<file path="src/rtl/soc_defines.svh">
`ifndef SOC_DEFINES_SVH
`define SOC_DEFINES_SVH

// address map, upper 16 bits of the byte address
`define SOC_REGION_BITS 16
`define SOC_REGION_SRAM 16'h0200
`define SOC_REGION_IRQ  16'h0202
`define SOC_REGION_KBD  16'h0207

// on-chip memory, indexed by address bits 10:2
`define SOC_SRAM_WORDS 512

// bits 0 and 1 external, bit 2 keyboard
`define SOC_IRQ_SOURCES 3

// start, eight data, parity; stop bit not kept
`define SOC_KBD_FRAME_BITS 10
// clk cycles without a ps2 edge before the frame restarts
`define SOC_KBD_IDLE_LIMIT 4095

`endif

</file>
<file path="src/rtl/soc_pkg.sv">
`include "soc_defines.svh"

package soc_pkg;

  // master side of the bus
  typedef logic [31:0] bus_addr_t;
  typedef logic [31:0] bus_data_t;
  typedef logic [3:0]  byte_en_t;

  // word offset inside one region, address bits 15:2
  typedef logic [13:0] word_offset_t;

  // result of the upper address decode
  typedef enum logic [1:0] {
    REGION_NONE,
    REGION_SRAM,
    REGION_IRQ,
    REGION_KBD
  } region_e;

  // start, data and parity bits as received
  typedef logic [`SOC_KBD_FRAME_BITS-1:0] kbd_frame_t;

endpackage

</file>
<file path="src/rtl/periph_bus_if.sv">
`timescale 1ns/10ps

interface periph_bus_if import soc_pkg::*; ();

  word_offset_t offset;     // word inside the region
  logic         read;       // only high while the region matches
  logic         write;
  bus_data_t    writedata;
  byte_en_t     byteenable;
  bus_data_t    readdata;

  // decoder side
  modport host (
    output offset,
    output read,
    output write,
    output writedata,
    output byteenable,
    input  readdata
  );

  // peripheral side
  modport dev (
    input  offset,
    input  read,
    input  write,
    input  writedata,
    input  byteenable,
    output readdata
  );

endinterface

</file>
<file path="src/rtl/irq_ctrl.sv">
`timescale 1ns/10ps
`include "soc_defines.svh"

module irq_ctrl import soc_pkg::*; (
  input  logic       clk,
  input  logic       reset_n,
  input  logic [1:0] irq_src,
  input  logic       kbd_irq,
  periph_bus_if.dev  bus,
  output logic       irq
);

  logic [1:0] src_meta;
  logic [1:0] src_sync;
  logic [1:0] src_last;   // previous synchronised level

  logic [`SOC_IRQ_SOURCES-1:0] pending;
  logic [`SOC_IRQ_SOURCES-1:0] set_mask;
  logic [`SOC_IRQ_SOURCES-1:0] clr_mask;

  // two-flop synchroniser plus one flop for the edge
  always_ff @(posedge clk or negedge reset_n) begin
    if (!reset_n) begin
      src_meta <= '0;
      src_sync <= '0;
      src_last <= '0;
    end else begin
      src_meta <= irq_src;
      src_sync <= src_meta;
      src_last <= src_sync;
    end
  end

  // keyboard pulse is already on clk
  assign set_mask = {kbd_irq, src_sync & ~src_last};

  // write one to clear, word 0 only
  always_comb begin
    clr_mask = '0;
    if (bus.write && bus.offset == '0) begin
      clr_mask = bus.writedata[`SOC_IRQ_SOURCES-1:0];
    end
  end

  always_ff @(posedge clk or negedge reset_n) begin
    if (!reset_n) begin
      pending <= '0;
    end else begin
      pending <= (pending & ~clr_mask) | set_mask;  // set wins
    end
  end

  assign bus.readdata = bus_data_t'(pending);  // same value at every word
  assign irq          = |pending;

endmodule

</file>
<file path="src/flat_wrapper.sv">
// flat-port wrapper written by rule: the top's interface ports become plain ports
module irq_ctrl_flat import soc_pkg::*;
  (clk, reset_n, irq_src, kbd_irq, irq, bus_offset, bus_read, bus_write, bus_writedata, bus_byteenable, bus_readdata);
  periph_bus_if bus_i ();
  input  logic clk;
  input  logic reset_n;
  input  logic [1:0] irq_src;
  input  logic kbd_irq;
  output logic irq;
  input wire logic [$bits(bus_i.offset)-1:0] bus_offset;
  input wire logic [$bits(bus_i.read)-1:0] bus_read;
  input wire logic [$bits(bus_i.write)-1:0] bus_write;
  input wire logic [$bits(bus_i.writedata)-1:0] bus_writedata;
  input wire logic [$bits(bus_i.byteenable)-1:0] bus_byteenable;
  output wire logic [$bits(bus_i.readdata)-1:0] bus_readdata;
  assign bus_i.offset = bus_offset;
  assign bus_i.read = bus_read;
  assign bus_i.write = bus_write;
  assign bus_i.writedata = bus_writedata;
  assign bus_i.byteenable = bus_byteenable;
  assign bus_readdata = bus_i.readdata;
  irq_ctrl u_core (.clk(clk), .reset_n(reset_n), .irq_src(irq_src), .kbd_irq(kbd_irq), .bus(bus_i), .irq(irq));
endmodule
</file>
<file path="config.mk">
export PLATFORM = sky130hd
export DESIGN_NAME = irq_ctrl_flat
export DESIGN_NICKNAME = d
export VERILOG_FILES = /design/src/rtl/soc_pkg.sv /design/src/rtl/periph_bus_if.sv /design/src/rtl/irq_ctrl.sv /design/src/flat_wrapper.sv
export VERILOG_INCLUDE_DIRS = /design/src /design/src/rtl
export SDC_FILE = /design/constraint.sdc
export NUM_CORES = 1
export LEC_CHECK = 0
export ABC_AREA = 0
export BUFFER_PORTS_ARGS = -buffer_cell sky130_fd_sc_hd__buf_4
export CAP_MARGIN = 25
export CORE_MARGIN = 10
export CORE_UTILIZATION = 29
export CTS_CLUSTER_DIAMETER = 30
export CTS_CLUSTER_SIZE = 8
export DETAILED_ROUTE_END_ITERATION = 6
export GPL_ROUTABILITY_DRIVEN = 0
export PLACE_DENSITY = 0.83
export SLEW_MARGIN = 10
export SYNTH_ARGS = -nofsm -noshare
export SYNTH_HDL_FRONTEND = slang
export SYNTH_SLANG_ARGS = --single-unit
</file>
<file path="constraint.sdc">
create_clock -name clk -period 1.6 [get_ports clk]
set_input_delay 0.32 -clock clk [delete_from_list [all_inputs] [get_ports clk]]
set_output_delay 0.32 -clock clk [all_outputs]
set_load 0.005 [all_outputs]
</file>
After elaboration in Yosys (flattened, before gate mapping)

Index checks and enable logic that the tools add are counted.

Register bits after elaboration: 9
Output and inout bits: 33
Logic and storage cells: 13

Mux-type cells: 1
Bitwise logic cells: 5
Reduce and logical (&&, ||, !) cells: 3

Operator list:

| operator            | number |
|---|---|
| $logic_not A14 Y1   | 1 |
| $and A3 B3 Y3       | 1 |
| $mux W3             | 1 |
| $not A3 Y3          | 1 |
| $or A3 B3 Y3        | 1 |
| $reduce_or A3 Y1    | 1 |
| $and A2 B2 Y2       | 1 |
| $not A2 Y2          | 1 |
| $logic_and A1 B1 Y1 | 1 |

Logic depth before layout (Yosys ltp)

Depth after elaboration: 6
Mapped depth: 3
Mapped depth without buffers: 3

Least setup slack after synthesis

Ideal clock, no wire load.

Kind: in2reg
Start: input bus_offset[6]
End: register u_core.pending[1]
Library setup time: 126 ps
Arrival time: 1018 ps
Required time: 1474 ps
Path slack: 456 ps
Stages: 3
Cells stage by stage: nor4_1 nand4_1 a221o_1

Word-level cells in the longest chain between the ends: 6

RTL lines:

| what                   | line               | text |
|---|---|---|
| start: declaration     | flat_wrapper.sv:10 | `input wire logic [$bits(bus_i.offset)-1:0] bus_offset;` |
| $logic_not A14 Y1      | irq_ctrl.sv:40     | `if (bus.write && bus.offset == '0) begin` |
| $logic_and A1 B1 Y1    | irq_ctrl.sv:40     |  |
| $mux W3                | irq_ctrl.sv:40     |  |
| $not A3 Y3             | irq_ctrl.sv:49     | `pending <= (pending & ~clr_mask) \| set_mask;` |
| $and A3 B3 Y3          | irq_ctrl.sv:49     |  |
| $or A3 B3 Y3           | irq_ctrl.sv:49     |  |
| end signal: assignment | irq_ctrl.sv:49     |  |
| end: declaration       | irq_ctrl.sv:17     | `` logic [`SOC_IRQ_SOURCES-1:0] pending; `` |

No other way between the ends.

Final worst setup path

Start: register u_core.pending[1]
End: output irq

Word-level cells in the longest chain between the ends: 1

RTL lines:

| what             | line              | text |
|---|---|---|
| $reduce_or A3 Y1 | irq_ctrl.sv:54    | `assign irq = \|pending;` |
| end: declaration | flat_wrapper.sv:9 | `output logic irq;` |

No other way between the ends.

==> summary.txt <==
Run status
  – Outcome: complete, no violations

Worst setup path
  – R2r setup slk: 0.69 ns
  – Crit path kind: reg -> out
  – Register-to-Register Path Depth: 2
  – Worst EP required: 1.28 ns
  – Crit path DAT: 1.17 ns
  – CP Launch Point: u_core.pending[1]
  – Crit-path max FO: 4
  – Crit path capture type: output port
  – R2R Path End: u_core.pending[0]
  – Startpoint type of the worst setup path: flip-flop
  – R2R Path Start: u_core.pending[0]

Global route
  – Largest net degree at the start of global routing: 10
  – Total grt overflow: 0
  – First-pass GRT wire length: 2130 um
  – Antenna violations before repair: 0
  – Vias in the first global route: 451
  – Gr usage total: 6.46%

CTS
  – CTS tree: built
  – Clock root cell: clkbuf_4
  – Worst-path clk slew: 0.06 ns
  – Clock buffer depth: 2
  – CTS Sinks: 9
  – Clock Latency Late Sink: 0.25 ns
  – H-tree depth reported by CTS: 1
  – Setup Fix Bufs, Post-CTS: 0
  – CTS Buf Count: 3

STA
  – Worst Slack Setup Final: 0.109 ns
  – Peak Freq: 0.671 GHz
  – Final setup fails: 0
  – Layout Skew: 0.00308 ns
  – Period Utilization, post-route: 93.2%
  – Final hold vios: 0
  – Slew Limit Fails: 0
  – RSZ-0062 raised after global routing: no
  – Fin crit period: 1.49 ns
  – TNS Setup: 0 ns

Routing
  – First DRT Iteration DRCs: 2
  – Drt pass-1 iters: 2
  – Antenna-violating nets left: 0
  – Via-to-Cell Ratio: 3.55
  – Routed WL: 1370 um
  – Via count of the routed design: 383
  – Drt drc: 0
  – Routed wire length per instance: 12.7 um

Yosys
  – Post-Synthesis Cells: 53
  – Synth top cells by count: buf_4, dfrtp_1
  – Most frequent cell after synthesis: buf_4
  – Ranking of synthesized cells by area: dfrtp_1, buf_4, a221o_1, nor4b_2, nor2b_1
  – Number of synthesized flops with an enable pin: 0
  – Sequential area share after synthesis: 41.2%
  – Yosys Warn Count: 0
  – FFs w/ async S/R, synth: 100%
  – Post-synth cell types: 13
  – Top-area cell type share of the netlist area: 41.2%
  – Syn avg cell area: 10.3 sq um
  – Synthesized flop and latch total: 9
  – Mapped Area: 547 sq um
  – Most used DFF post-synth: dfrtp_1
  – Largest area contributor in the netlist: dfrtp_1

Power
  – Power Dens Cells: 690 nW/um^2
  – LEAKAGE: 0.357 nW
  – Peak supply drop: 0.377 mV

Worst hold path
  – Hold depth: 1
  – Hold EP: u_core.src_meta[0]
  – Hold WC Path Type: in -> reg
  – HP Start: irq_src[0]

Placed design
  – Pre-CTS WS: 0.214 ns
  – IO Port Bufs: 26
  – Post-DP Area: 661 sq um
  – Placed cell count: 103

Floorplanning
  – # rows: 15
  – Starting Density: 31.0%
  – Die area: 4020 sq um
  – Core footprint: 1760 sq um
  – Die height: 63.4 um
  – Die Wd: 63.4 um
  – Io pins: 90

Run
  – Number of max-cap violations: 0

Finish
  – Synthesis-to-layout area growth: 27.5%
  – Final net count: 141
  – Finished Layout Cells: 108
  – Final core utilization: 39.5%
  – Antenna Cells: 0
  – Cell area after layout: 697 sq um
  – Layout cells sized above 1: 36.1%
## critical path, stage by stage, from the launching register on
cell and delay [ns]:
dfrtp_1 0.41, or3_1 0.37, buf_4 0.14
## what timing repair did
item / CTS / global route
resized for setup: 0 / 0
hold buffers: 1 / 0
endpoints found under the hold margin: 9 / 0
## metal layers
metal | up-vias | global-route usage, % | part of all wire (%)
met5 | - | 0 | 0
met4 | 0 | 3.55 | 2.0
met3 | 2 | 5.30 | 19
met2 | 30 | 11.9 | 54
met1 | 175 | 4.30 | 25
li1 | 176 | - | -
## cell type report
type / instances / area (sq um)
Inverter: 2 / 7.51
Sequential cell: 9 / 225
Fill cell: 181 / 1070
Tap cell: 25 / 31.3
Multi-Input combinational cell: 41 / 201
Clock buffer: 4 / 26.3
Timing Repair Buffer: 27 / 205
## power breakdown
group	switching (mW)	internal, mW
Clock	0.0744	0.0958
Combinational	0.0342	0.0389
Sequential	0.00255	0.235
## worst max path at each step
stage | end | slack (ns) | cells after the start
2_1_floorplan | u_core.pending[1] | 0.46 | 3
3_3_place_gp | u_core.pending[1] | 0.27 | 4
3_5_place_dp | u_core.pending[0] | 0.21 | 4
4_1_cts | irq | 0.1 | 2
5_1_grt | irq | 0.06 | 2
6_report | irq | 0.11 | 2
## per-stage QoR
stage               hold slack [ns]  power (mW)
floorplan                    0.0244       0.313
global placement              0.143       0.307
detailed placement            0.148       0.310
CTS                           0.163       0.483
global route                  0.161       0.508
finish                        0.169       0.481
## registers in the layout, summed over array words and instances, names as in the netlist
register,flops
u_core.src_meta,2
u_core.src_last,2
u_core.pending,3
u_core.src_sync,2
## layout by cell type, fill, tap and decap left out
cell,instances
nor4b_2,1
a221o_1,2
nor2b_1,2
or3_1,1
clkbuf_4,3
o22a_1,1
dfrtp_1,9
clkbuf_1,1
nand4_1,1
inv_1,2
nand2b_1,1
nor4_1,2
buf_4,26
nor3_1,1
dlygate4sd3_1,1
conb_1,29
## cell families (layout without fill, tap and decap cells)
kind of cell,after synthesis,after routing,synth area share [%]
AOI/OAI and AO/OA,3,3,5.26
buffers and inverters,31,33,41.2
DFF,9,9,41.2
other,1,29,0.686
and+or+nand+nor,9,9,11.7
No activity file was read; power rests on OpenSTA's default activity.
