$ cat src/rtl/soc_defines.svh
`ifndef SOC_DEFINES_SVH
`define SOC_DEFINES_SVH

// address map, upper 16 bits of the byte address
`define SOC_REGION_BITS 16
`define SOC_REGION_SRAM 16'h0200
`define SOC_REGION_IRQ  16'h0202
`define SOC_REGION_KBD  16'h0207

// on-chip memory, indexed by address bits 10:2
`define SOC_SRAM_WORDS 512

// bits 0 and 1 external, bit 2 keyboard
`define SOC_IRQ_SOURCES 3

// start, eight data, parity; stop bit not kept
`define SOC_KBD_FRAME_BITS 10
// clk cycles without a ps2 edge before the frame restarts
`define SOC_KBD_IDLE_LIMIT 4095

`endif

$ cat src/rtl/soc_pkg.sv
`include "soc_defines.svh"

package soc_pkg;

  // master side of the bus
  typedef logic [31:0] bus_addr_t;
  typedef logic [31:0] bus_data_t;
  typedef logic [3:0]  byte_en_t;

  // word offset inside one region, address bits 15:2
  typedef logic [13:0] word_offset_t;

  // result of the upper address decode
  typedef enum logic [1:0] {
    REGION_NONE,
    REGION_SRAM,
    REGION_IRQ,
    REGION_KBD
  } region_e;

  // start, data and parity bits as received
  typedef logic [`SOC_KBD_FRAME_BITS-1:0] kbd_frame_t;

endpackage

$ cat src/rtl/periph_bus_if.sv
`timescale 1ns/10ps

interface periph_bus_if import soc_pkg::*; ();

  word_offset_t offset;     // word inside the region
  logic         read;       // only high while the region matches
  logic         write;
  bus_data_t    writedata;
  byte_en_t     byteenable;
  bus_data_t    readdata;

  // decoder side
  modport host (
    output offset,
    output read,
    output write,
    output writedata,
    output byteenable,
    input  readdata
  );

  // peripheral side
  modport dev (
    input  offset,
    input  read,
    input  write,
    input  writedata,
    input  byteenable,
    output readdata
  );

endinterface

$ cat src/rtl/bus_decoder.sv
`timescale 1ns/10ps
`include "soc_defines.svh"

module bus_decoder import soc_pkg::*; (
  input  logic      clk,
  input  logic      reset_n,
  input  bus_addr_t bus_address,
  input  logic      bus_read,
  input  logic      bus_write,
  input  bus_data_t bus_writedata,
  input  byte_en_t  bus_byteenable,
  output bus_data_t bus_readdata,
  output logic      bus_waitrequest,
  periph_bus_if.host sram_bus,
  periph_bus_if.host irq_bus,
  periph_bus_if.host kbd_bus
);

  region_e      region;
  word_offset_t offset;
  logic         sram_read;
  logic         read_ack;   // memory data ready this cycle

  always_comb begin
    case (bus_address[31 -: `SOC_REGION_BITS])
      `SOC_REGION_SRAM: region = REGION_SRAM;
      `SOC_REGION_IRQ:  region = REGION_IRQ;
      `SOC_REGION_KBD:  region = REGION_KBD;
      default:          region = REGION_NONE;  // dropped and unmapped space
    endcase
  end

  assign offset = bus_address[15:2];

  // shared address and data, strobes gated per region
  assign sram_bus.offset     = offset;
  assign sram_bus.writedata  = bus_writedata;
  assign sram_bus.byteenable = bus_byteenable;
  assign sram_bus.read       = bus_read && (region == REGION_SRAM);
  assign sram_bus.write      = bus_write && (region == REGION_SRAM);

  assign irq_bus.offset      = offset;
  assign irq_bus.writedata   = bus_writedata;
  assign irq_bus.byteenable  = bus_byteenable;
  assign irq_bus.read        = bus_read && (region == REGION_IRQ);
  assign irq_bus.write       = bus_write && (region == REGION_IRQ);

  assign kbd_bus.offset      = offset;
  assign kbd_bus.writedata   = bus_writedata;
  assign kbd_bus.byteenable  = bus_byteenable;
  assign kbd_bus.read        = bus_read && (region == REGION_KBD);
  assign kbd_bus.write       = bus_write && (region == REGION_KBD);

  always_comb begin
    case (region)
      REGION_SRAM: bus_readdata = sram_bus.readdata;
      REGION_IRQ:  bus_readdata = irq_bus.readdata;
      REGION_KBD:  bus_readdata = kbd_bus.readdata;
      default:     bus_readdata = '0;
    endcase
  end

  // memory read needs one cycle for the registered word
  assign sram_read       = bus_read && (region == REGION_SRAM);
  assign bus_waitrequest = sram_read && !read_ack;

  // ack lasts one cycle so a held read of a new word waits again
  always_ff @(posedge clk or negedge reset_n) begin
    if (!reset_n) begin
      read_ack <= 1'b0;
    end else begin
      read_ack <= sram_read && !read_ack;
    end
  end

endmodule

$ cat src/flat_wrapper.sv
// flat-port wrapper written by rule: the top's interface ports become plain ports
module bus_decoder_flat import soc_pkg::*;
  (clk, reset_n, bus_address, bus_read, bus_write, bus_writedata, bus_byteenable, bus_readdata, bus_waitrequest, sram_bus_offset, sram_bus_read, sram_bus_write, sram_bus_writedata, sram_bus_byteenable, sram_bus_readdata, irq_bus_offset, irq_bus_read, irq_bus_write, irq_bus_writedata, irq_bus_byteenable, irq_bus_readdata, kbd_bus_offset, kbd_bus_read, kbd_bus_write, kbd_bus_writedata, kbd_bus_byteenable, kbd_bus_readdata);
  periph_bus_if sram_bus_i ();
  periph_bus_if irq_bus_i ();
  periph_bus_if kbd_bus_i ();
  input  logic clk;
  input  logic reset_n;
  input  bus_addr_t bus_address;
  input  logic bus_read;
  input  logic bus_write;
  input  bus_data_t bus_writedata;
  input  byte_en_t bus_byteenable;
  output bus_data_t bus_readdata;
  output logic bus_waitrequest;
  output wire logic [$bits(sram_bus_i.offset)-1:0] sram_bus_offset;
  output wire logic [$bits(sram_bus_i.read)-1:0] sram_bus_read;
  output wire logic [$bits(sram_bus_i.write)-1:0] sram_bus_write;
  output wire logic [$bits(sram_bus_i.writedata)-1:0] sram_bus_writedata;
  output wire logic [$bits(sram_bus_i.byteenable)-1:0] sram_bus_byteenable;
  input wire logic [$bits(sram_bus_i.readdata)-1:0] sram_bus_readdata;
  output wire logic [$bits(irq_bus_i.offset)-1:0] irq_bus_offset;
  output wire logic [$bits(irq_bus_i.read)-1:0] irq_bus_read;
  output wire logic [$bits(irq_bus_i.write)-1:0] irq_bus_write;
  output wire logic [$bits(irq_bus_i.writedata)-1:0] irq_bus_writedata;
  output wire logic [$bits(irq_bus_i.byteenable)-1:0] irq_bus_byteenable;
  input wire logic [$bits(irq_bus_i.readdata)-1:0] irq_bus_readdata;
  output wire logic [$bits(kbd_bus_i.offset)-1:0] kbd_bus_offset;
  output wire logic [$bits(kbd_bus_i.read)-1:0] kbd_bus_read;
  output wire logic [$bits(kbd_bus_i.write)-1:0] kbd_bus_write;
  output wire logic [$bits(kbd_bus_i.writedata)-1:0] kbd_bus_writedata;
  output wire logic [$bits(kbd_bus_i.byteenable)-1:0] kbd_bus_byteenable;
  input wire logic [$bits(kbd_bus_i.readdata)-1:0] kbd_bus_readdata;
  assign sram_bus_offset = sram_bus_i.offset;
  assign sram_bus_read = sram_bus_i.read;
  assign sram_bus_write = sram_bus_i.write;
  assign sram_bus_writedata = sram_bus_i.writedata;
  assign sram_bus_byteenable = sram_bus_i.byteenable;
  assign sram_bus_i.readdata = sram_bus_readdata;
  assign irq_bus_offset = irq_bus_i.offset;
  assign irq_bus_read = irq_bus_i.read;
  assign irq_bus_write = irq_bus_i.write;
  assign irq_bus_writedata = irq_bus_i.writedata;
  assign irq_bus_byteenable = irq_bus_i.byteenable;
  assign irq_bus_i.readdata = irq_bus_readdata;
  assign kbd_bus_offset = kbd_bus_i.offset;
  assign kbd_bus_read = kbd_bus_i.read;
  assign kbd_bus_write = kbd_bus_i.write;
  assign kbd_bus_writedata = kbd_bus_i.writedata;
  assign kbd_bus_byteenable = kbd_bus_i.byteenable;
  assign kbd_bus_i.readdata = kbd_bus_readdata;
  bus_decoder u_core (.clk(clk), .reset_n(reset_n), .bus_address(bus_address), .bus_read(bus_read), .bus_write(bus_write), .bus_writedata(bus_writedata), .bus_byteenable(bus_byteenable), .bus_readdata(bus_readdata), .bus_waitrequest(bus_waitrequest), .sram_bus(sram_bus_i), .irq_bus(irq_bus_i), .kbd_bus(kbd_bus_i));
endmodule
$ cat config.mk
export PLATFORM = sky130hd
export DESIGN_NAME = bus_decoder_flat
export DESIGN_NICKNAME = d
export VERILOG_FILES = /design/src/rtl/soc_pkg.sv /design/src/rtl/periph_bus_if.sv /design/src/rtl/bus_decoder.sv /design/src/flat_wrapper.sv
export VERILOG_INCLUDE_DIRS = /design/src /design/src/rtl
export SDC_FILE = /design/constraint.sdc
export NUM_CORES = 1
export LEC_CHECK = 0
export ABC_AREA = 1
export BUFFER_PORTS_ARGS = -buffer_cell sky130_fd_sc_hd__buf_4
export CAP_MARGIN = 25
export CORE_AREA = 2 2 139 141
export CTS_BUF_LIST = sky130_fd_sc_hd__clkbuf_4 sky130_fd_sc_hd__clkbuf_8 sky130_fd_sc_hd__clkbuf_16
export CTS_CLUSTER_DIAMETER = 100
export DETAILED_ROUTE_END_ITERATION = 8
export DIE_AREA = 0 0 141 143
export GPL_TIMING_DRIVEN = 0
export PLACE_DENSITY = 0.42
export SETUP_SLACK_MARGIN = 0.4
export SLEW_MARGIN = 20
export SYNTH_ARGS = -nofsm -noshare
export SYNTH_HDL_FRONTEND = slang
export SYNTH_SLANG_ARGS = --single-unit
$ cat constraint.sdc
create_clock -name clk -period 2.6 [get_ports clk]
set_input_delay 0.52 -clock clk [delete_from_list [all_inputs] [get_ports clk]]
set_output_delay 0.52 -clock clk [all_outputs]
set_load 0.05 [all_outputs]
Yosys cells after proc, flatten, opt, wreduce, memory -nomap -nowiden:

Index checks and enable logic that the tools add are counted.

* equal/unequal tests: 6
* multiplexer cells: 2
* reductions and logical operators: 8

Operators with widths (count)
* one-hot mux 32 bit (3 select lines): 1
* == test 16 x 10 -> 1 bit (second input constant): 3
* logical AND 1 bit: 7
* one-hot mux 2 bit (3 select lines): 1
* == test 2 bit (second input constant): 2
* == test 2 x 1 -> 1 bit (second input constant): 1
* logical NOT 1 bit: 1

* bits in registers: 1
* bits of input ports: 168
* output and inout port bits: 189
* word-level logic and storage cells: 17

Depth between registers and ports, before layout:

* depth after elaboration: 5
* depth in mapped cells: 9
* mapped depth without buffers: 7

Worst setup path after synthesis:

Ideal clock, no wire load.

* path kind: input to output
* from: in bus_address[21]
* to: out bus_waitrequest
* arrival time: 2.180 ns
* required time: 2.080 ns
* slack: -0.100 ns
* stages: 5
* buffers on the path: 0
* path through: nor2_1 nand2_1 nor2_1 nand3_1 nor3_1

* longest elaborated chain between the ends: 5
* elaborated cells on any way between the ends: 7
* those cells by class: 4 x eq/ne; 1 x mux; 2 x reduce/logical

RTL lines
* start: declaration: RTL line flat_wrapper.sv:9 `input bus_addr_t bus_address;`
* == test 16 x 10 -> 1 bit: RTL line bus_decoder.sv:25 `` case (bus_address[31 -: `SOC_REGION_BITS]) ``
* one-hot mux 2 bit (3 select lines) *: RTL line bus_decoder.sv:25
* == test 2 x 1 -> 1 bit *: RTL line bus_decoder.sv:64 `assign sram_read = bus_read && (region == REGION_SRAM);`
* logical AND 1 bit *: RTL line bus_decoder.sv:64
* logical AND 1 bit *: RTL line bus_decoder.sv:65 `assign bus_waitrequest = sram_read && !read_ack;`
* end: declaration: RTL line flat_wrapper.sv:15 `output logic bus_waitrequest;`

Every way passes the cells marked *; elsewhere a longest branch is shown, timed or not.

Final worst setup path:

* from: in bus_address[19]
* to: out bus_waitrequest

The elaborated chain is that of the path after synthesis.

==> flow_summary.json <==
{
  "synthToLayoutAreaGrowth_pct": 161.3,
  "clk_latency_ns": 0,
  "placed_cells": 903,
  "critPathKind": "input port to output pin",
  "reg.largest.list": "u_core.read_ack (1)",
  "crit_required_ns": 2.08,
  "ios": 357,
  "nets": 866,
  "setup_ws_ns": 0.3703,
  "place.port_buffers": 304,
  "wire_per_inst_um": 16.86,
  "ys_types": 15,
  "viasPerCell": 4.016,
  "rows": 50,
  "powerDensity_mw_per_mm2": 179.7,
  "combinationalPowerShare_pct": 98.6,
  "pwr-share-seq_pct": 1.4,
  "reg2reg_depth": 2,
  "setup_tns_ns": 0,
  "max_freq_mhz": 448.5,
  "regToRegEndpoint": "u_core.read_ack$_DFF_PN0_",
  "p_sw_share_pct": 55.91,
  "drv_cap": 0,
  "seq_area_frac_synth_pct": 1.065,
  "registers.top_by_ff_count": "u_core.read_ack",
  "leakage_nw": 3.187,
  "cp-endpoint": "bus_waitrequest",
  "final_common_cell": "buf_4",
  "syn-num-nets": 533,
  "ys_ff_latch": 1,
  "antenna_found_initial": 0,
  "setup_viol": 0,
  "grtUsageTotal_pct": 13.72,
  "grt_max_degree": 11,
  "vias": 3735,
  "finalPower_mw": 1.103,
  "yosys_warnings": 0,
  "slew_violations": 0,
  "cp_max_fo": 8,
  "hold_viol_final": 0,
  "final_cell_mix": "buf_4, nand4_1, buf_6, buf_8, nand3_1",
  "drt-initial-drc-count": 94,
  "pwr-share-clk_pct": 0,
  "avgSynthCellArea_sq_um": 6.438,
  "p_switching_uw": 616.8,
  "netlist_instances": 365,
  "drive_above_1_share_pct": 81.03,
  "coreArea_sq_mm": 0.01858,
  "startpoint": "bus_address[19]",
  "status": "finished clean",
  "finClkSkew_ns": 0,
  "gp_congestion": 0.7549,
  "rsz0062_at_grt": "yes",
  "worst_pin_slew_ns": 0.3430,
  "crit_path_end_kind": "output pin",
  "grt_pass1_vias": 3678,
  "die_h_um": 143,
  "hp-class": "input port to asynchronous set/reset pin",
  "worstPathArrival_ns": 1.71,
  "dp_hpwl_um": 12570,
  "stdcell_count": 930,
  "slew_headroom_pct": 77.11,
  "die_x_um": 141,
  "drc": 0,
  "ctsHoldBuffers": 0,
  "p_int_uw": 486.5,
  "r2r_start": "u_core.read_ack$_DFF_PN0_",
  "place_ws_ns": -0.2994,
  "finalCriticalPeriod_ns": 2.230,
  "routed_wirelength_um": 15680,
  "initial_core_util_pct": 12.65,
  "gr-total-overflow": 0,
  "postRouteAntennaNets": 0,
  "n_fill_cell": 1989,
  "firstDrtPassIters": 4,
  "placed_area_sq_mm": 0.004935,
  "design_area_sq_mm": 0.006141,
  "rrSetupSlack_ns": 1.85,
  "grt_pass1_wl_um": 21300,
  "largest_reg_flops": 1,
  "antenna_cells": 0,
  "fin_util_pct": 33.05,
  "start_kind": "input port",
  "period_share_pct": 85.76,
  "cts.clk_slew.worst_paths_ns": 0,
  "die_area_sq_mm": 0.02016,
  "vdd_drop_max_v": 0.00009272,
  "syn_area_sq_mm": 0.002350,
  "holdWs_ns": 0.2961
}
-- layout make-up --
cell class / count / area (sq um) / area share (%)
Timing Repair Buffer: 331 / 2989 / 48.68
Buffer: 180 / 1559 / 25.39
Multi-Input combinational cell: 170 / 1210 / 19.70
Tap cell: 234 / 292.8 / 4.768
Inverter: 14 / 65.06 / 1.059
Sequential cell: 1 / 25.02 / 0.4075
-- cell usage after synthesis --
cell type  count  share of area, %
nor3_1         1              0.21
inv_1          9               1.4
inv_2          5              0.80
nand4_1       97                26
buf_2         14               3.0
dfrtp_1        1               1.1
nor2_1        19               3.0
o21ai_2        1              0.37
clkbuf_1       3              0.48
nor2_4         2              0.96
nand3_1       37               7.9
buf_1          1              0.16
buf_4        156                50
nand2_1       13               2.1
buf_6          6               2.9
-- power groups by stage --
stage | sequential [mW] | combinational (mW) | clock [mW]
3_3_place_gp | 0.0158 | 1.01 | 0
2_1_floorplan | 0.0159 | 0.664 | 0
4_1_cts | 0.0158 | 1.07 | 0
5_1_grt | 0.0158 | 1.13 | 0
3_5_place_dp | 0.0158 | 1.01 | 0
6_report | 0.0158 | 1.09 | 0
-- routing by layer --
metal / global-route usage [%] / share of wire [%] / wire length (um) / vias to the layer above
met5: 0 / 0 / 0 / -
met4: 0.5789 / 0.47 / 74 / 0
met3: 2.347 / 8.7 / 1360 / 8
met2: 27.68 / 54 / 8469 / 233
met1: 15.73 / 37 / 5777 / 1682
li1: - / - / - / 1812
-- logic make-up after synthesis --
group | after synthesis | synth area share [%]
AOI/OAI and AO/OA | 1 | 0.3728
buffers and inverters | 194 | 58.57
DFF | 1 | 1.065
and+or+nand+nor | 169 | 39.99
-- worst max-delay path: stages --
cell and delay [ns]:
buf_6 0.11, inv_4 0.06, nand4_1 0.14, o21ai_4 0.13, buf_12 0.20, buf_6 0.12
nand3_4 0.09, nor3_4 0.15, buf_6 0.18
-- worst min-delay path by stage --
stage,from,to,slack [ns],depth (start not counted)
final,reset_n,u_core.read_ack$_DFF_PN0_,0.30,1
after global routing,reset_n,u_core.read_ack$_DFF_PN0_,0.30,1
after CTS,reset_n,u_core.read_ack$_DFF_PN0_,0.30,1
after detailed placement,reset_n,u_core.read_ack$_DFF_PN0_,0.30,1
after global placement,reset_n,u_core.read_ack$_DFF_PN0_,0.30,1
after floorplan,reset_n,u_core.read_ack$_DFF_PN0_,0.22,0
-- repair_timing --
item                       4_1_cts  5_1_grt
cloned                           8        2
pin swaps                       39       34
hold endpoints to repair         0        0
setup endpoints to repair       40       39
setup buffers                   15        2
resized for setup              157       61
No activity file was read; power rests on OpenSTA's default activity.
