[src/rtl/soc_defines.svh]
`ifndef SOC_DEFINES_SVH
`define SOC_DEFINES_SVH

// address map, upper 16 bits of the byte address
`define SOC_REGION_BITS 16
`define SOC_REGION_SRAM 16'h0200
`define SOC_REGION_IRQ  16'h0202
`define SOC_REGION_KBD  16'h0207

// on-chip memory, indexed by address bits 10:2
`define SOC_SRAM_WORDS 512

// bits 0 and 1 external, bit 2 keyboard
`define SOC_IRQ_SOURCES 3

// start, eight data, parity; stop bit not kept
`define SOC_KBD_FRAME_BITS 10
// clk cycles without a ps2 edge before the frame restarts
`define SOC_KBD_IDLE_LIMIT 4095

`endif

[src/rtl/soc_pkg.sv]
`include "soc_defines.svh"

package soc_pkg;

  // master side of the bus
  typedef logic [31:0] bus_addr_t;
  typedef logic [31:0] bus_data_t;
  typedef logic [3:0]  byte_en_t;

  // word offset inside one region, address bits 15:2
  typedef logic [13:0] word_offset_t;

  // result of the upper address decode
  typedef enum logic [1:0] {
    REGION_NONE,
    REGION_SRAM,
    REGION_IRQ,
    REGION_KBD
  } region_e;

  // start, data and parity bits as received
  typedef logic [`SOC_KBD_FRAME_BITS-1:0] kbd_frame_t;

endpackage

[src/rtl/periph_bus_if.sv]
`timescale 1ns/10ps

interface periph_bus_if import soc_pkg::*; ();

  word_offset_t offset;     // word inside the region
  logic         read;       // only high while the region matches
  logic         write;
  bus_data_t    writedata;
  byte_en_t     byteenable;
  bus_data_t    readdata;

  // decoder side
  modport host (
    output offset,
    output read,
    output write,
    output writedata,
    output byteenable,
    input  readdata
  );

  // peripheral side
  modport dev (
    input  offset,
    input  read,
    input  write,
    input  writedata,
    input  byteenable,
    output readdata
  );

endinterface

[src/rtl/ps2_keyboard_rx.sv]
`timescale 1ns/10ps
`include "soc_defines.svh"

module ps2_keyboard_rx import soc_pkg::*; (
  input  logic      clk,
  input  logic      reset_n,
  input  logic      ps2_clk,
  input  logic      ps2_data,
  periph_bus_if.dev bus,
  output logic      frame_done
);

  localparam int TIMER_BITS = $clog2(`SOC_KBD_IDLE_LIMIT + 1);
  localparam int LAST_POS   = `SOC_KBD_FRAME_BITS;  // stop bit position

  logic                  clk_meta;
  logic                  clk_sync;
  logic                  clk_rise;
  logic [TIMER_BITS-1:0] idle_cnt;
  logic                  idle;
  logic [3:0]            bit_pos;
  kbd_frame_t            shift;     // bits being assembled
  kbd_frame_t            frame;     // last complete frame
  logic                  valid;
  logic                  frame_done_next;

  assign clk_rise = clk_meta && !clk_sync;
  assign idle     = (idle_cnt == TIMER_BITS'(`SOC_KBD_IDLE_LIMIT));

  always_ff @(posedge clk or negedge reset_n) begin
    if (!reset_n) begin
      clk_meta <= 1'b1;   // ps2 clock idles high
      clk_sync <= 1'b1;
    end else begin
      clk_meta <= ps2_clk;
      clk_sync <= clk_meta;
    end
  end

  // cycles since the last ps2 rising edge, saturating
  always_ff @(posedge clk or negedge reset_n) begin
    if (!reset_n) begin
      idle_cnt <= '0;
    end else if (clk_rise) begin
      idle_cnt <= '0;
    end else if (!idle) begin
      idle_cnt <= idle_cnt + 1'b1;
    end
  end

  // data sampled at the detected clock edge
  always_ff @(posedge clk) begin
    if (clk_rise) begin
      if (idle) begin
        shift[0] <= ps2_data;         // stale partial frame dropped
      end else if (bit_pos < 4'(LAST_POS)) begin
        shift[bit_pos] <= ps2_data;
      end
    end
  end

  always_ff @(posedge clk or negedge reset_n) begin
    if (!reset_n) begin
      bit_pos <= '0;
    end else if (clk_rise) begin
      if (idle) begin
        bit_pos <= 4'd1;
      end else if (bit_pos == 4'(LAST_POS)) begin
        bit_pos <= '0;
      end else begin
        bit_pos <= bit_pos + 1'b1;
      end
    end
  end

  // frame complete on the stop bit edge
  assign frame_done_next = clk_rise && !idle && (bit_pos == 4'(LAST_POS));

  always_ff @(posedge clk) begin
    if (frame_done_next) begin
      frame <= shift;
    end
  end

  always_ff @(posedge clk or negedge reset_n) begin
    if (!reset_n) begin
      valid      <= 1'b0;
      frame_done <= 1'b0;
    end else begin
      frame_done <= frame_done_next;
      if (bus.read) begin
        valid <= 1'b0;   // cleared by the read
      end
      if (frame_done_next) begin
        valid <= 1'b1;   // a new frame beats the clear
      end
    end
  end

  assign bus.readdata = bus_data_t'({valid, frame});

endmodule

[src/flat_wrapper.sv]
// flat-port wrapper written by rule: the top's interface ports become plain ports
module ps2_keyboard_rx_flat import soc_pkg::*;
  (clk, reset_n, ps2_clk, ps2_data, frame_done, bus_offset, bus_read, bus_write, bus_writedata, bus_byteenable, bus_readdata);
  periph_bus_if bus_i ();
  input  logic clk;
  input  logic reset_n;
  input  logic ps2_clk;
  input  logic ps2_data;
  output logic frame_done;
  input wire logic [$bits(bus_i.offset)-1:0] bus_offset;
  input wire logic [$bits(bus_i.read)-1:0] bus_read;
  input wire logic [$bits(bus_i.write)-1:0] bus_write;
  input wire logic [$bits(bus_i.writedata)-1:0] bus_writedata;
  input wire logic [$bits(bus_i.byteenable)-1:0] bus_byteenable;
  output wire logic [$bits(bus_i.readdata)-1:0] bus_readdata;
  assign bus_i.offset = bus_offset;
  assign bus_i.read = bus_read;
  assign bus_i.write = bus_write;
  assign bus_i.writedata = bus_writedata;
  assign bus_i.byteenable = bus_byteenable;
  assign bus_readdata = bus_i.readdata;
  ps2_keyboard_rx u_core (.clk(clk), .reset_n(reset_n), .ps2_clk(ps2_clk), .ps2_data(ps2_data), .bus(bus_i), .frame_done(frame_done));
endmodule
[config.mk]
export PLATFORM = sky130hd
export DESIGN_NAME = ps2_keyboard_rx_flat
export DESIGN_NICKNAME = d
export VERILOG_FILES = /design/src/rtl/soc_pkg.sv /design/src/rtl/periph_bus_if.sv /design/src/rtl/ps2_keyboard_rx.sv /design/src/flat_wrapper.sv
export VERILOG_INCLUDE_DIRS = /design/src /design/src/rtl
export SDC_FILE = /design/constraint.sdc
export NUM_CORES = 1
export LEC_CHECK = 0
export ABC_AREA = 1
export ABC_CLOCK_PERIOD_IN_PS = 5900
export BUFFER_PORTS_ARGS = -buffer_cell sky130_fd_sc_hd__buf_4
export CAP_MARGIN = 20
export CORE_MARGIN = 2
export CORE_UTILIZATION = 50
export DETAILED_ROUTE_END_ITERATION = 10
export PLACE_DENSITY = 0.84
export SKIP_CTS_REPAIR_TIMING = 1
export SYNTH_ARGS = -nofsm -noshare
export SYNTH_HDL_FRONTEND = slang
export SYNTH_SLANG_ARGS = --single-unit
[constraint.sdc]
create_clock -name clk -period 5.9 [get_ports clk]
set_clock_uncertainty 0.2 [all_clocks]
set_input_delay 0.885 -clock clk [delete_from_list [all_inputs] [get_ports clk]]
set_output_delay 0.885 -clock clk [all_outputs]
set_load 0.02 [all_outputs]
Word level (Yosys, flattened, before mapping)
Cells that the tools add are included.
{"block": "totals", "latch_bits": 0, "register_bits": 40, "word_cells": 39, "inputBits": 56, "output_inout_bits": 33, "n_memories": 0, "ram_bits": 0, "rom_bits": 0}
{"block": "classes", "n_bitwise": 1, "muxes": 11, "reduce_logical": 10, "mul": 0, "n_shift": 0, "div": 0, "magnitude_cmp": 3, "n_eq_ne": 3, "addsub": 2}
{"op": "$mux 12", "count": 2}
{"op": "$add 12x1->12 const B", "count": 1}
{"op": "$eq 12x12->1 const B", "count": 1}
{"op": "$bwmux 10", "count": 1}
{"op": "$mux 4", "count": 2}
{"op": "$lt 4x5->1 const B", "count": 1}
{"op": "$mux 1", "count": 5}
{"op": "$add 4x1->4 const B", "count": 1}
{"op": "$demux 1 s4", "count": 1}
{"op": "$eq 4x4->1 const B", "count": 1}
{"op": "$ge 4x1->1 const B", "count": 1}
{"op": "$logic_and 1x1->1", "count": 4}
{"op": "$lt 4x4->1 const B", "count": 1}
{"op": "$reduce_bool 2->1", "count": 2}
{"op": "$reduce_and 3->1", "count": 1}
{"op": "$logic_not 1->1", "count": 2}
{"op": "$ne 2x1->1 const B", "count": 1}
{"op": "$reduce_and 2->1", "count": 1}
{"op": "$not 1->1", "count": 1}

Logic depth before layout (Yosys ltp)
Gate-level depths: netlist (run 1).
{"block": "logic_depth", "ltp_word": 7, "depth_mapped": 7, "ltp_nobuf": 7}

Least setup slack after synthesis (run 1)
No wires, ideal clock.
{"block": "synth_path", "kind": "register to register", "startpoint": "register u_core.idle_cnt[0]", "endpoint": "register u_core.frame[0] (enable)", "synth_period_minus_slack_ns": 2.112, "setup_ns": 0.377, "path_slack_ns": 3.788, "path_stages_with_launch": 7, "path_buffers": 0, "arrival_ns": 1.534, "required_ns": 5.323, "cell_sequence": "dfrtp_1 > ha_1 > nand2_2 > nor2_8 > nand3_4 > nand2_2 > nor2_1"}
{"block": "synth_between", "elab_chain_len": 4}
{"item": "start: declaration", "line": "ps2_keyboard_rx.sv:19", "text": "logic [TIMER_BITS-1:0] idle_cnt;"}
{"item": "start signal: assignment", "line": "ps2_keyboard_rx.sv:47", "text": "idle_cnt <= idle_cnt + 1'b1;"}
{"item": "$eq 12x12->1", "line": "ps2_keyboard_rx.sv:28", "text": "assign idle = (idle_cnt == TIMER_BITS'(`SOC_KBD_IDLE_LIMIT));"}
{"item": "$logic_not 1->1"}
{"item": "$logic_and 1x1->1 (2 in series)", "line": "ps2_keyboard_rx.sv:77", "text": "assign frame_done_next = clk_rise && !idle && (bit_pos == 4'(LAST_POS));"}
{"item": "named net u_core.frame_done_next", "line": "ps2_keyboard_rx.sv:25", "text": "logic frame_done_next;"}
{"item": "end signal: assignment", "line": "ps2_keyboard_rx.sv:81", "text": "frame <= shift;"}
{"item": "end: declaration", "line": "ps2_keyboard_rx.sv:23", "text": "kbd_frame_t frame;"}
The timed path passes the listed nets, and every way through them passes these cells.
A chain may end at the register's enable or synchronous reset.

Final worst setup path (run 1)
{"block": "layout_path", "startpoint": "register u_core.idle_cnt[0]", "endpoint": "register u_core.frame[9] (enable)"}
The elaborated chain is that of the path after synthesis.

==> results of run 1 <==
-- cell families after synthesis --
group,Yosys count,synth area share [%]
AO/OA/AOI/OAI,16,4.37
XOR/XNOR,2,0.874
adder cells (fa/ha/maj),5,3.12
buffers and inverters,41,11.9
flip-flops,40,55.0
other,1,0.187
AND/OR/NAND/NOR,99,24.5
-- critical path, stage by stage (launching register included) --
cell and delay (ns):
dfrtp_1 0.43, ha_1 0.30, nand2_2 0.16, nor2_8 0.06, nand3_4 0.15, nand2_2 0.10, nor2_1 0.64
-- power groups by stage --
stage | Combinational (mW) | Sequential [mW] | Clock, mW
after floorplan | 0.120 | 0.347 | 0
after global placement | 0.124 | 0.355 | 0
after detailed placement | 0.132 | 0.358 | 0
after CTS | 0.132 | 0.352 | 0.232
after global routing | 0.149 | 0.357 | 0.242
final | 0.130 | 0.353 | 0.225
-- state kept, by name (all words and copies together) (netlist names) --
signal,cells
u_core.clk_meta,1
u_core.valid,1
u_core.frame_done,1
u_core.clk_sync,1
u_core.shift,10
u_core.idle_cnt,12
u_core.frame,10
u_core.bit_pos,4
-- final timing paths --
path	start	to
hold / removal	u_core.clk_meta	u_core.clk_sync
max in group asynchronous	reset_n	u_core.clk_sync
setup / recovery	u_core.idle_cnt[0]	u_core.frame[9]
min in group asynchronous	reset_n	u_core.idle_cnt[7]
hold reg to reg	u_core.clk_meta	u_core.clk_sync
setup reg to reg	u_core.idle_cnt[0]	u_core.frame[9]
-- per-layer routing --
metal | global-route usage, % | wire length, um | share of wire (%)
met1 | 17.5 | 1330 | 40
met2 | 29.5 | 1820 | 54
met3 | 4.00 | 121 | 3.6
met4 | 8.42 | 72 | 2.2
met5 | 0 | 0 | 0
-- area by class of cell --
| type | count | area [um^2] |
|---|---|---|
| Fill cell | 340 | 1740 |
| Tap cell | 50 | 62.6 |
| Clock inverter | 2 | 33.8 |
| Timing Repair Buffer | 16 | 120 |
| Sequential cell | 40 | 1100 |
| Multi-Input combinational cell | 143 | 738 |
| Clock buffer | 6 | 82.6 |
| Inverter | 17 | 63.8 |
-- cell usage in the layout, fill, tap and decap left out, types with 4 or more instances in the layout --
master / instances
nand2_1: 43
nor2_1: 23
conb_1: 21
edfxtp_1: 20
dfrtp_1: 18
inv_1: 16
nand3_1: 16
buf_4: 16
o21ai_0: 8
clkbuf_8: 6
ha_1: 5
nand4_1: 4
==> impl_metrics.json, run 1 <==
{
  "run_status": "finished clean",
  "fin_nets": 284,
  "cts_tree": "built",
  "seqPwrFrac_pct": 49.8,
  "max_cap_violations": 0,
  "p_int_mw": 0.499,
  "wl_um": 3350,
  "initial_core_util_pct": 50.9,
  "synthFlopType": "edfxtp_1",
  "fin_crit_ns": 2.43,
  "cp_max_fo": 11,
  "htreeDepth": 2,
  "ys_top_cells_by_count": "nand2_1, nor2_1, buf_4, edfxtp_1, dfrtp_1",
  "reg2regPathDepth": 6,
  "holdPathStages": 0,
  "worst_pin_slew_ns": 0.822,
  "cts_buffers": 5,
  "rows": 23,
  "fin_ws_ns": 3.47,
  "p_sw_mw": 0.210,
  "required_ns": 5.62,
  "die-height_um": 67.3,
  "syn2layout_area_growth_pct": 9.92,
  "die_w_um": 67.3,
  "switching_share_pct": 29.6,
  "peakVddDrop_mv": 0.0860,
  "grt.total_usage_pct": 16.3,
  "startpoint_type": "flip-flop",
  "synth-seq-cells": 40,
  "finalWeightedCongestion": 0.793,
  "worstSetupEndpointType": "flip-flop",
  "yosysMostFrequentCell": "nand2_1",
  "final_max_slew_viol_count": 0,
  "comb_power_share_pct": 18.4,
  "power.total_mw": 0.709,
  "first_pass_iters": 4,
  "p_clk_share_pct": 31.8,
  "vias_per_cell": 4.82,
  "stdcell_count": 274,
  "ys_seq_area_share_pct": 55.0,
  "wire_per_inst_um": 12.2,
  "cts-root-buf": "clkbuf_8",
  "crit_arrival_ns": 2.14,
  "yosysUniqueCellTypes": 28,
  "vias": 1321,
  "placed_area_um2": 2090,
  "leakage_nw": 0.994,
  "fmax_mhz": 412,
  "final_util_pct": 55.9,
  "setup_tns_ns": 0,
  "finalCritPeriodShare_pct": 41.1,
  "syn-cell-area_um2": 2010,
  "ant_nets": 0,
  "relSlewSlack_pct": 45.0,
  "drt_iter0_markers": 49,
  "grt.overflow.total": 0,
  "finalSetupViolCount": 0,
  "hp-class": "flip-flop to flip-flop",
  "dieArea_um2": 4530,
  "post-place-ws_ns": 3.45,
  "yosys.area.top_type_share_pct": 29.9,
  "clk_latency_ns": 0.29,
  "io_buffers": 16,
  "clk_pin_slew_ns": 0.08,
  "synth_area_leader_cell": "edfxtp_1",
  "n_antenna_cell": 0,
  "drc_errors": 0,
  "grt_pass1_vias": 1139,
  "ios": 89,
  "clockBufferDepth": 2,
  "synthArstFlopShare_pct": 50.0,
  "hold_viol": 0,
  "powerDensity_nw_per_um2": 322,
  "synth_edf_count": 20,
  "synthCells": 204,
  "dp_hpwl_um": 2540,
  "holdWs_ns": 0.169,
  "final_area_um2": 2200,
  "core_area_um2": 3940,
  "grt_max_degree": 21,
  "yosys-top-cells-area": "edfxtp_1, dfrtp_1, buf_4, nand2_1, nor2_1",
  "dp.cells": 266,
  "antenna_found_initial": 0,
  "rsz0062_at_grt": "false",
  "avgSynthCellArea_um2": 9.83,
  "layout-drive-gt1-share_pct": 17.0,
  "grt_pass1_wl_um": 5210,
  "rrSetupSlack_ns": 3.47,
  "numClockSinks": 40,
  "crit_type": "flip-flop to flip-flop",
  "synth_warnings": 0
}
Power figures use the tool's default switching activity.
==> inputs of run 2 (changes only) <==
--- a/config.mk
+++ b/config.mk
@@ -7,13 +7,13 @@
 export NUM_CORES = 1
 export LEC_CHECK = 0
 export ABC_AREA = 1
-export ABC_CLOCK_PERIOD_IN_PS = 5900
+export ABC_CLOCK_PERIOD_IN_PS = 2500
 export BUFFER_PORTS_ARGS = -buffer_cell sky130_fd_sc_hd__buf_4
 export CAP_MARGIN = 20
 export CORE_MARGIN = 2
-export CORE_UTILIZATION = 50
+export CORE_UTILIZATION = 47
 export DETAILED_ROUTE_END_ITERATION = 10
-export PLACE_DENSITY = 0.84
+export PLACE_DENSITY = 0.8
 export SKIP_CTS_REPAIR_TIMING = 1
 export SYNTH_ARGS = -nofsm -noshare
 export SYNTH_HDL_FRONTEND = slang
==> constraint.sdc (replaced) <==
create_clock -name clk -period 2.5 [get_ports clk]
set_clock_uncertainty 0.2 [all_clocks]
set_input_delay 0.375 -clock clk [delete_from_list [all_inputs] [get_ports clk]]
set_output_delay 0.375 -clock clk [all_outputs]
set_load 0.02 [all_outputs]
==> run 2 against run 1 <==
Against the previous run: sequential share of layout area down 0.59 points; critical path depth up 1; first-iteration DRC count up 88%; critical path type unchanged; critical endpoint is now u_core.frame[0].
==> impl_metrics.json, run 2 (same netlist as run 1, synthesis figures left out) <==
{
  "required_ns": 2.35,
  "first_pass_iters": 4,
  "crit_type": "flip-flop to flip-flop",
  "fin_nets": 287,
  "finalSetupViolCount": 0,
  "vias": 1329,
  "leakage_nw": 1.00,
  "post-place-ws_ns": 0.490,
  "peakVddDrop_mv": 0.268,
  "clockBufferDepth": 2,
  "fin_ws_ns": 0.486,
  "final_cell_mix": "nand2_1, nor2_1, conb_1",
  "setup_tns_ns": 0,
  "syn2layout_area_growth_pct": 11.2,
  "final_area_um2": 2230,
  "startpoint_type": "flip-flop",
  "grt_pass1_wl_um": 5720,
  "layout-drive-gt1-share_pct": 17.6,
  "cts_tree": "built",
  "vias_per_cell": 4.80,
  "seqPwrFrac_pct": 49.3,
  "comb_power_share_pct": 18.7,
  "cts_buffers": 5,
  "hp-class": "input pin to flip-flop",
  "max_cap_violations": 0,
  "cp_max_fo": 11,
  "final_common_cell": "nand2_1",
  "powerDensity_nw_per_um2": 753,
  "largest_reg_flops": 12,
  "rsz0062_at_grt": "false",
  "worstSetupEndpointType": "flip-flop",
  "p_int_mw": 1.16,
  "initial_core_util_pct": 49.4,
  "grt_pass1_vias": 1265,
  "n_antenna_cell": 0,
  "crit_arrival_ns": 1.87,
  "switching_share_pct": 30.9,
  "cts-root-buf": "clkbuf_8",
  "hold_viol": 0,
  "htreeDepth": 2,
  "relSlewSlack_pct": 64.5,
  "run_status": "finished clean",
  "die-height_um": 69.3,
  "numClockSinks": 40,
  "clk_latency_ns": 0.30,
  "clk_pin_slew_ns": 0.08,
  "fin_crit_ns": 2.01,
  "rows": 23,
  "drt_iter0_markers": 92,
  "finalCritPeriodShare_pct": 80.6,
  "io_buffers": 16,
  "largest-register": "u_core.idle_cnt",
  "final_max_slew_viol_count": 0,
  "grt.total_usage_pct": 15.2,
  "dp_hpwl_um": 2290,
  "wire_per_inst_um": 11.5,
  "grt.overflow.total": 0,
  "ios": 89,
  "core_area_um2": 4060,
  "finalWeightedCongestion": 0.824,
  "reg_top3": "u_core.idle_cnt x12, u_core.frame x10, u_core.shift x10",
  "p_clk_share_pct": 32.0,
  "wl_um": 3190,
  "n_fill_cell": 342,
  "grt_max_degree": 21,
  "ant_nets": 0,
  "fmax_mhz": 496,
  "placed_area_um2": 2100,
  "die_w_um": 69.3,
  "antenna_found_initial": 0,
  "worst_pin_slew_ns": 0.532,
  "p_sw_mw": 0.518,
  "dieArea_um2": 4810,
  "drc_errors": 0
}
==> run 2: cell count changes in the layout (fill, tap and decap cells not counted), sizes merged <==
cell         change
dlygate4sd3      +2
buf              +1
clkbuf           -1
clkinv           -1
clkinvlp         +1
inv              +1
==> run 2: cell type report <==
class                   count  area (um^2)  share of cell area (%)
multi-input cells         143          738                    33.1
inverters                  17         63.8                    2.86
clock inverters             3         46.3                    2.08
well taps                  50         62.6                    2.80
repair buffers             19          148                    6.62
flip-flops and latches     40         1100                    49.5
clock buffers               5         68.8                    3.08
==> run 2: worst max-delay path, cell delays in order (launching register included) <==
cell and delay, ns:
dfrtp_1 0.43, ha_1 0.32, nand2_2 0.14, nor2_8 0.16
nand3_4 0.16, nand2_2 0.14, nor2_1 0.05, buf_4 0.18
==> run 2: power groups by stage <==
stage	registers [mW]	logic, mW	clock network (mW)
2_1_floorplan	0.820	0.284	0
3_3_place_gp	0.837	0.296	0
3_5_place_dp	0.841	0.306	0
4_1_cts	0.828	0.314	0.550
5_1_grt	0.842	0.369	0.589
6_report	0.828	0.314	0.537
==> run 2: stage by stage <==
stage	utilization (%)	hold slack (ns)	power [mW]	std cells
3_5_place_dp	51.6	0.0714	1.15	267
2_1_floorplan	-	-0.121	1.10	224
4_1_cts	54.5	-0.255	1.69	275
6_report	55.0	0.126	1.68	277
3_3_place_gp	51.6	0.0674	1.13	267
5_1_grt	55.0	0.105	1.80	277
==> run 2: layer usage <==
metal / wire length [um] / vias up / GRT usage, %
met5: 0 / - / 0
met4: 68 / 0 / 7.63
met3: 160 / 6 / 4.65
met2: 1540 / 40 / 24.7
met1: 1420 / 612 / 18.3
li1: - / 671 / -
==> run 2: worst paths after layout <==
kind / startpoint / endpoint / slack (ns) / depth (start not counted)
setup / recovery: u_core.idle_cnt[0] / u_core.frame[0] / 0.49 / 7
hold reg to reg: u_core.clk_meta / u_core.clk_sync / 0.17 / 0
max in group asynchronous: reset_n / u_core.clk_sync / 1.54 / 2
min in group asynchronous: reset_n / u_core.idle_cnt[3] / 0.29 / 2
setup reg to reg: u_core.idle_cnt[0] / u_core.frame[0] / 0.49 / 7
hold / removal: ps2_data / u_core.shift[2] / 0.13 / 1
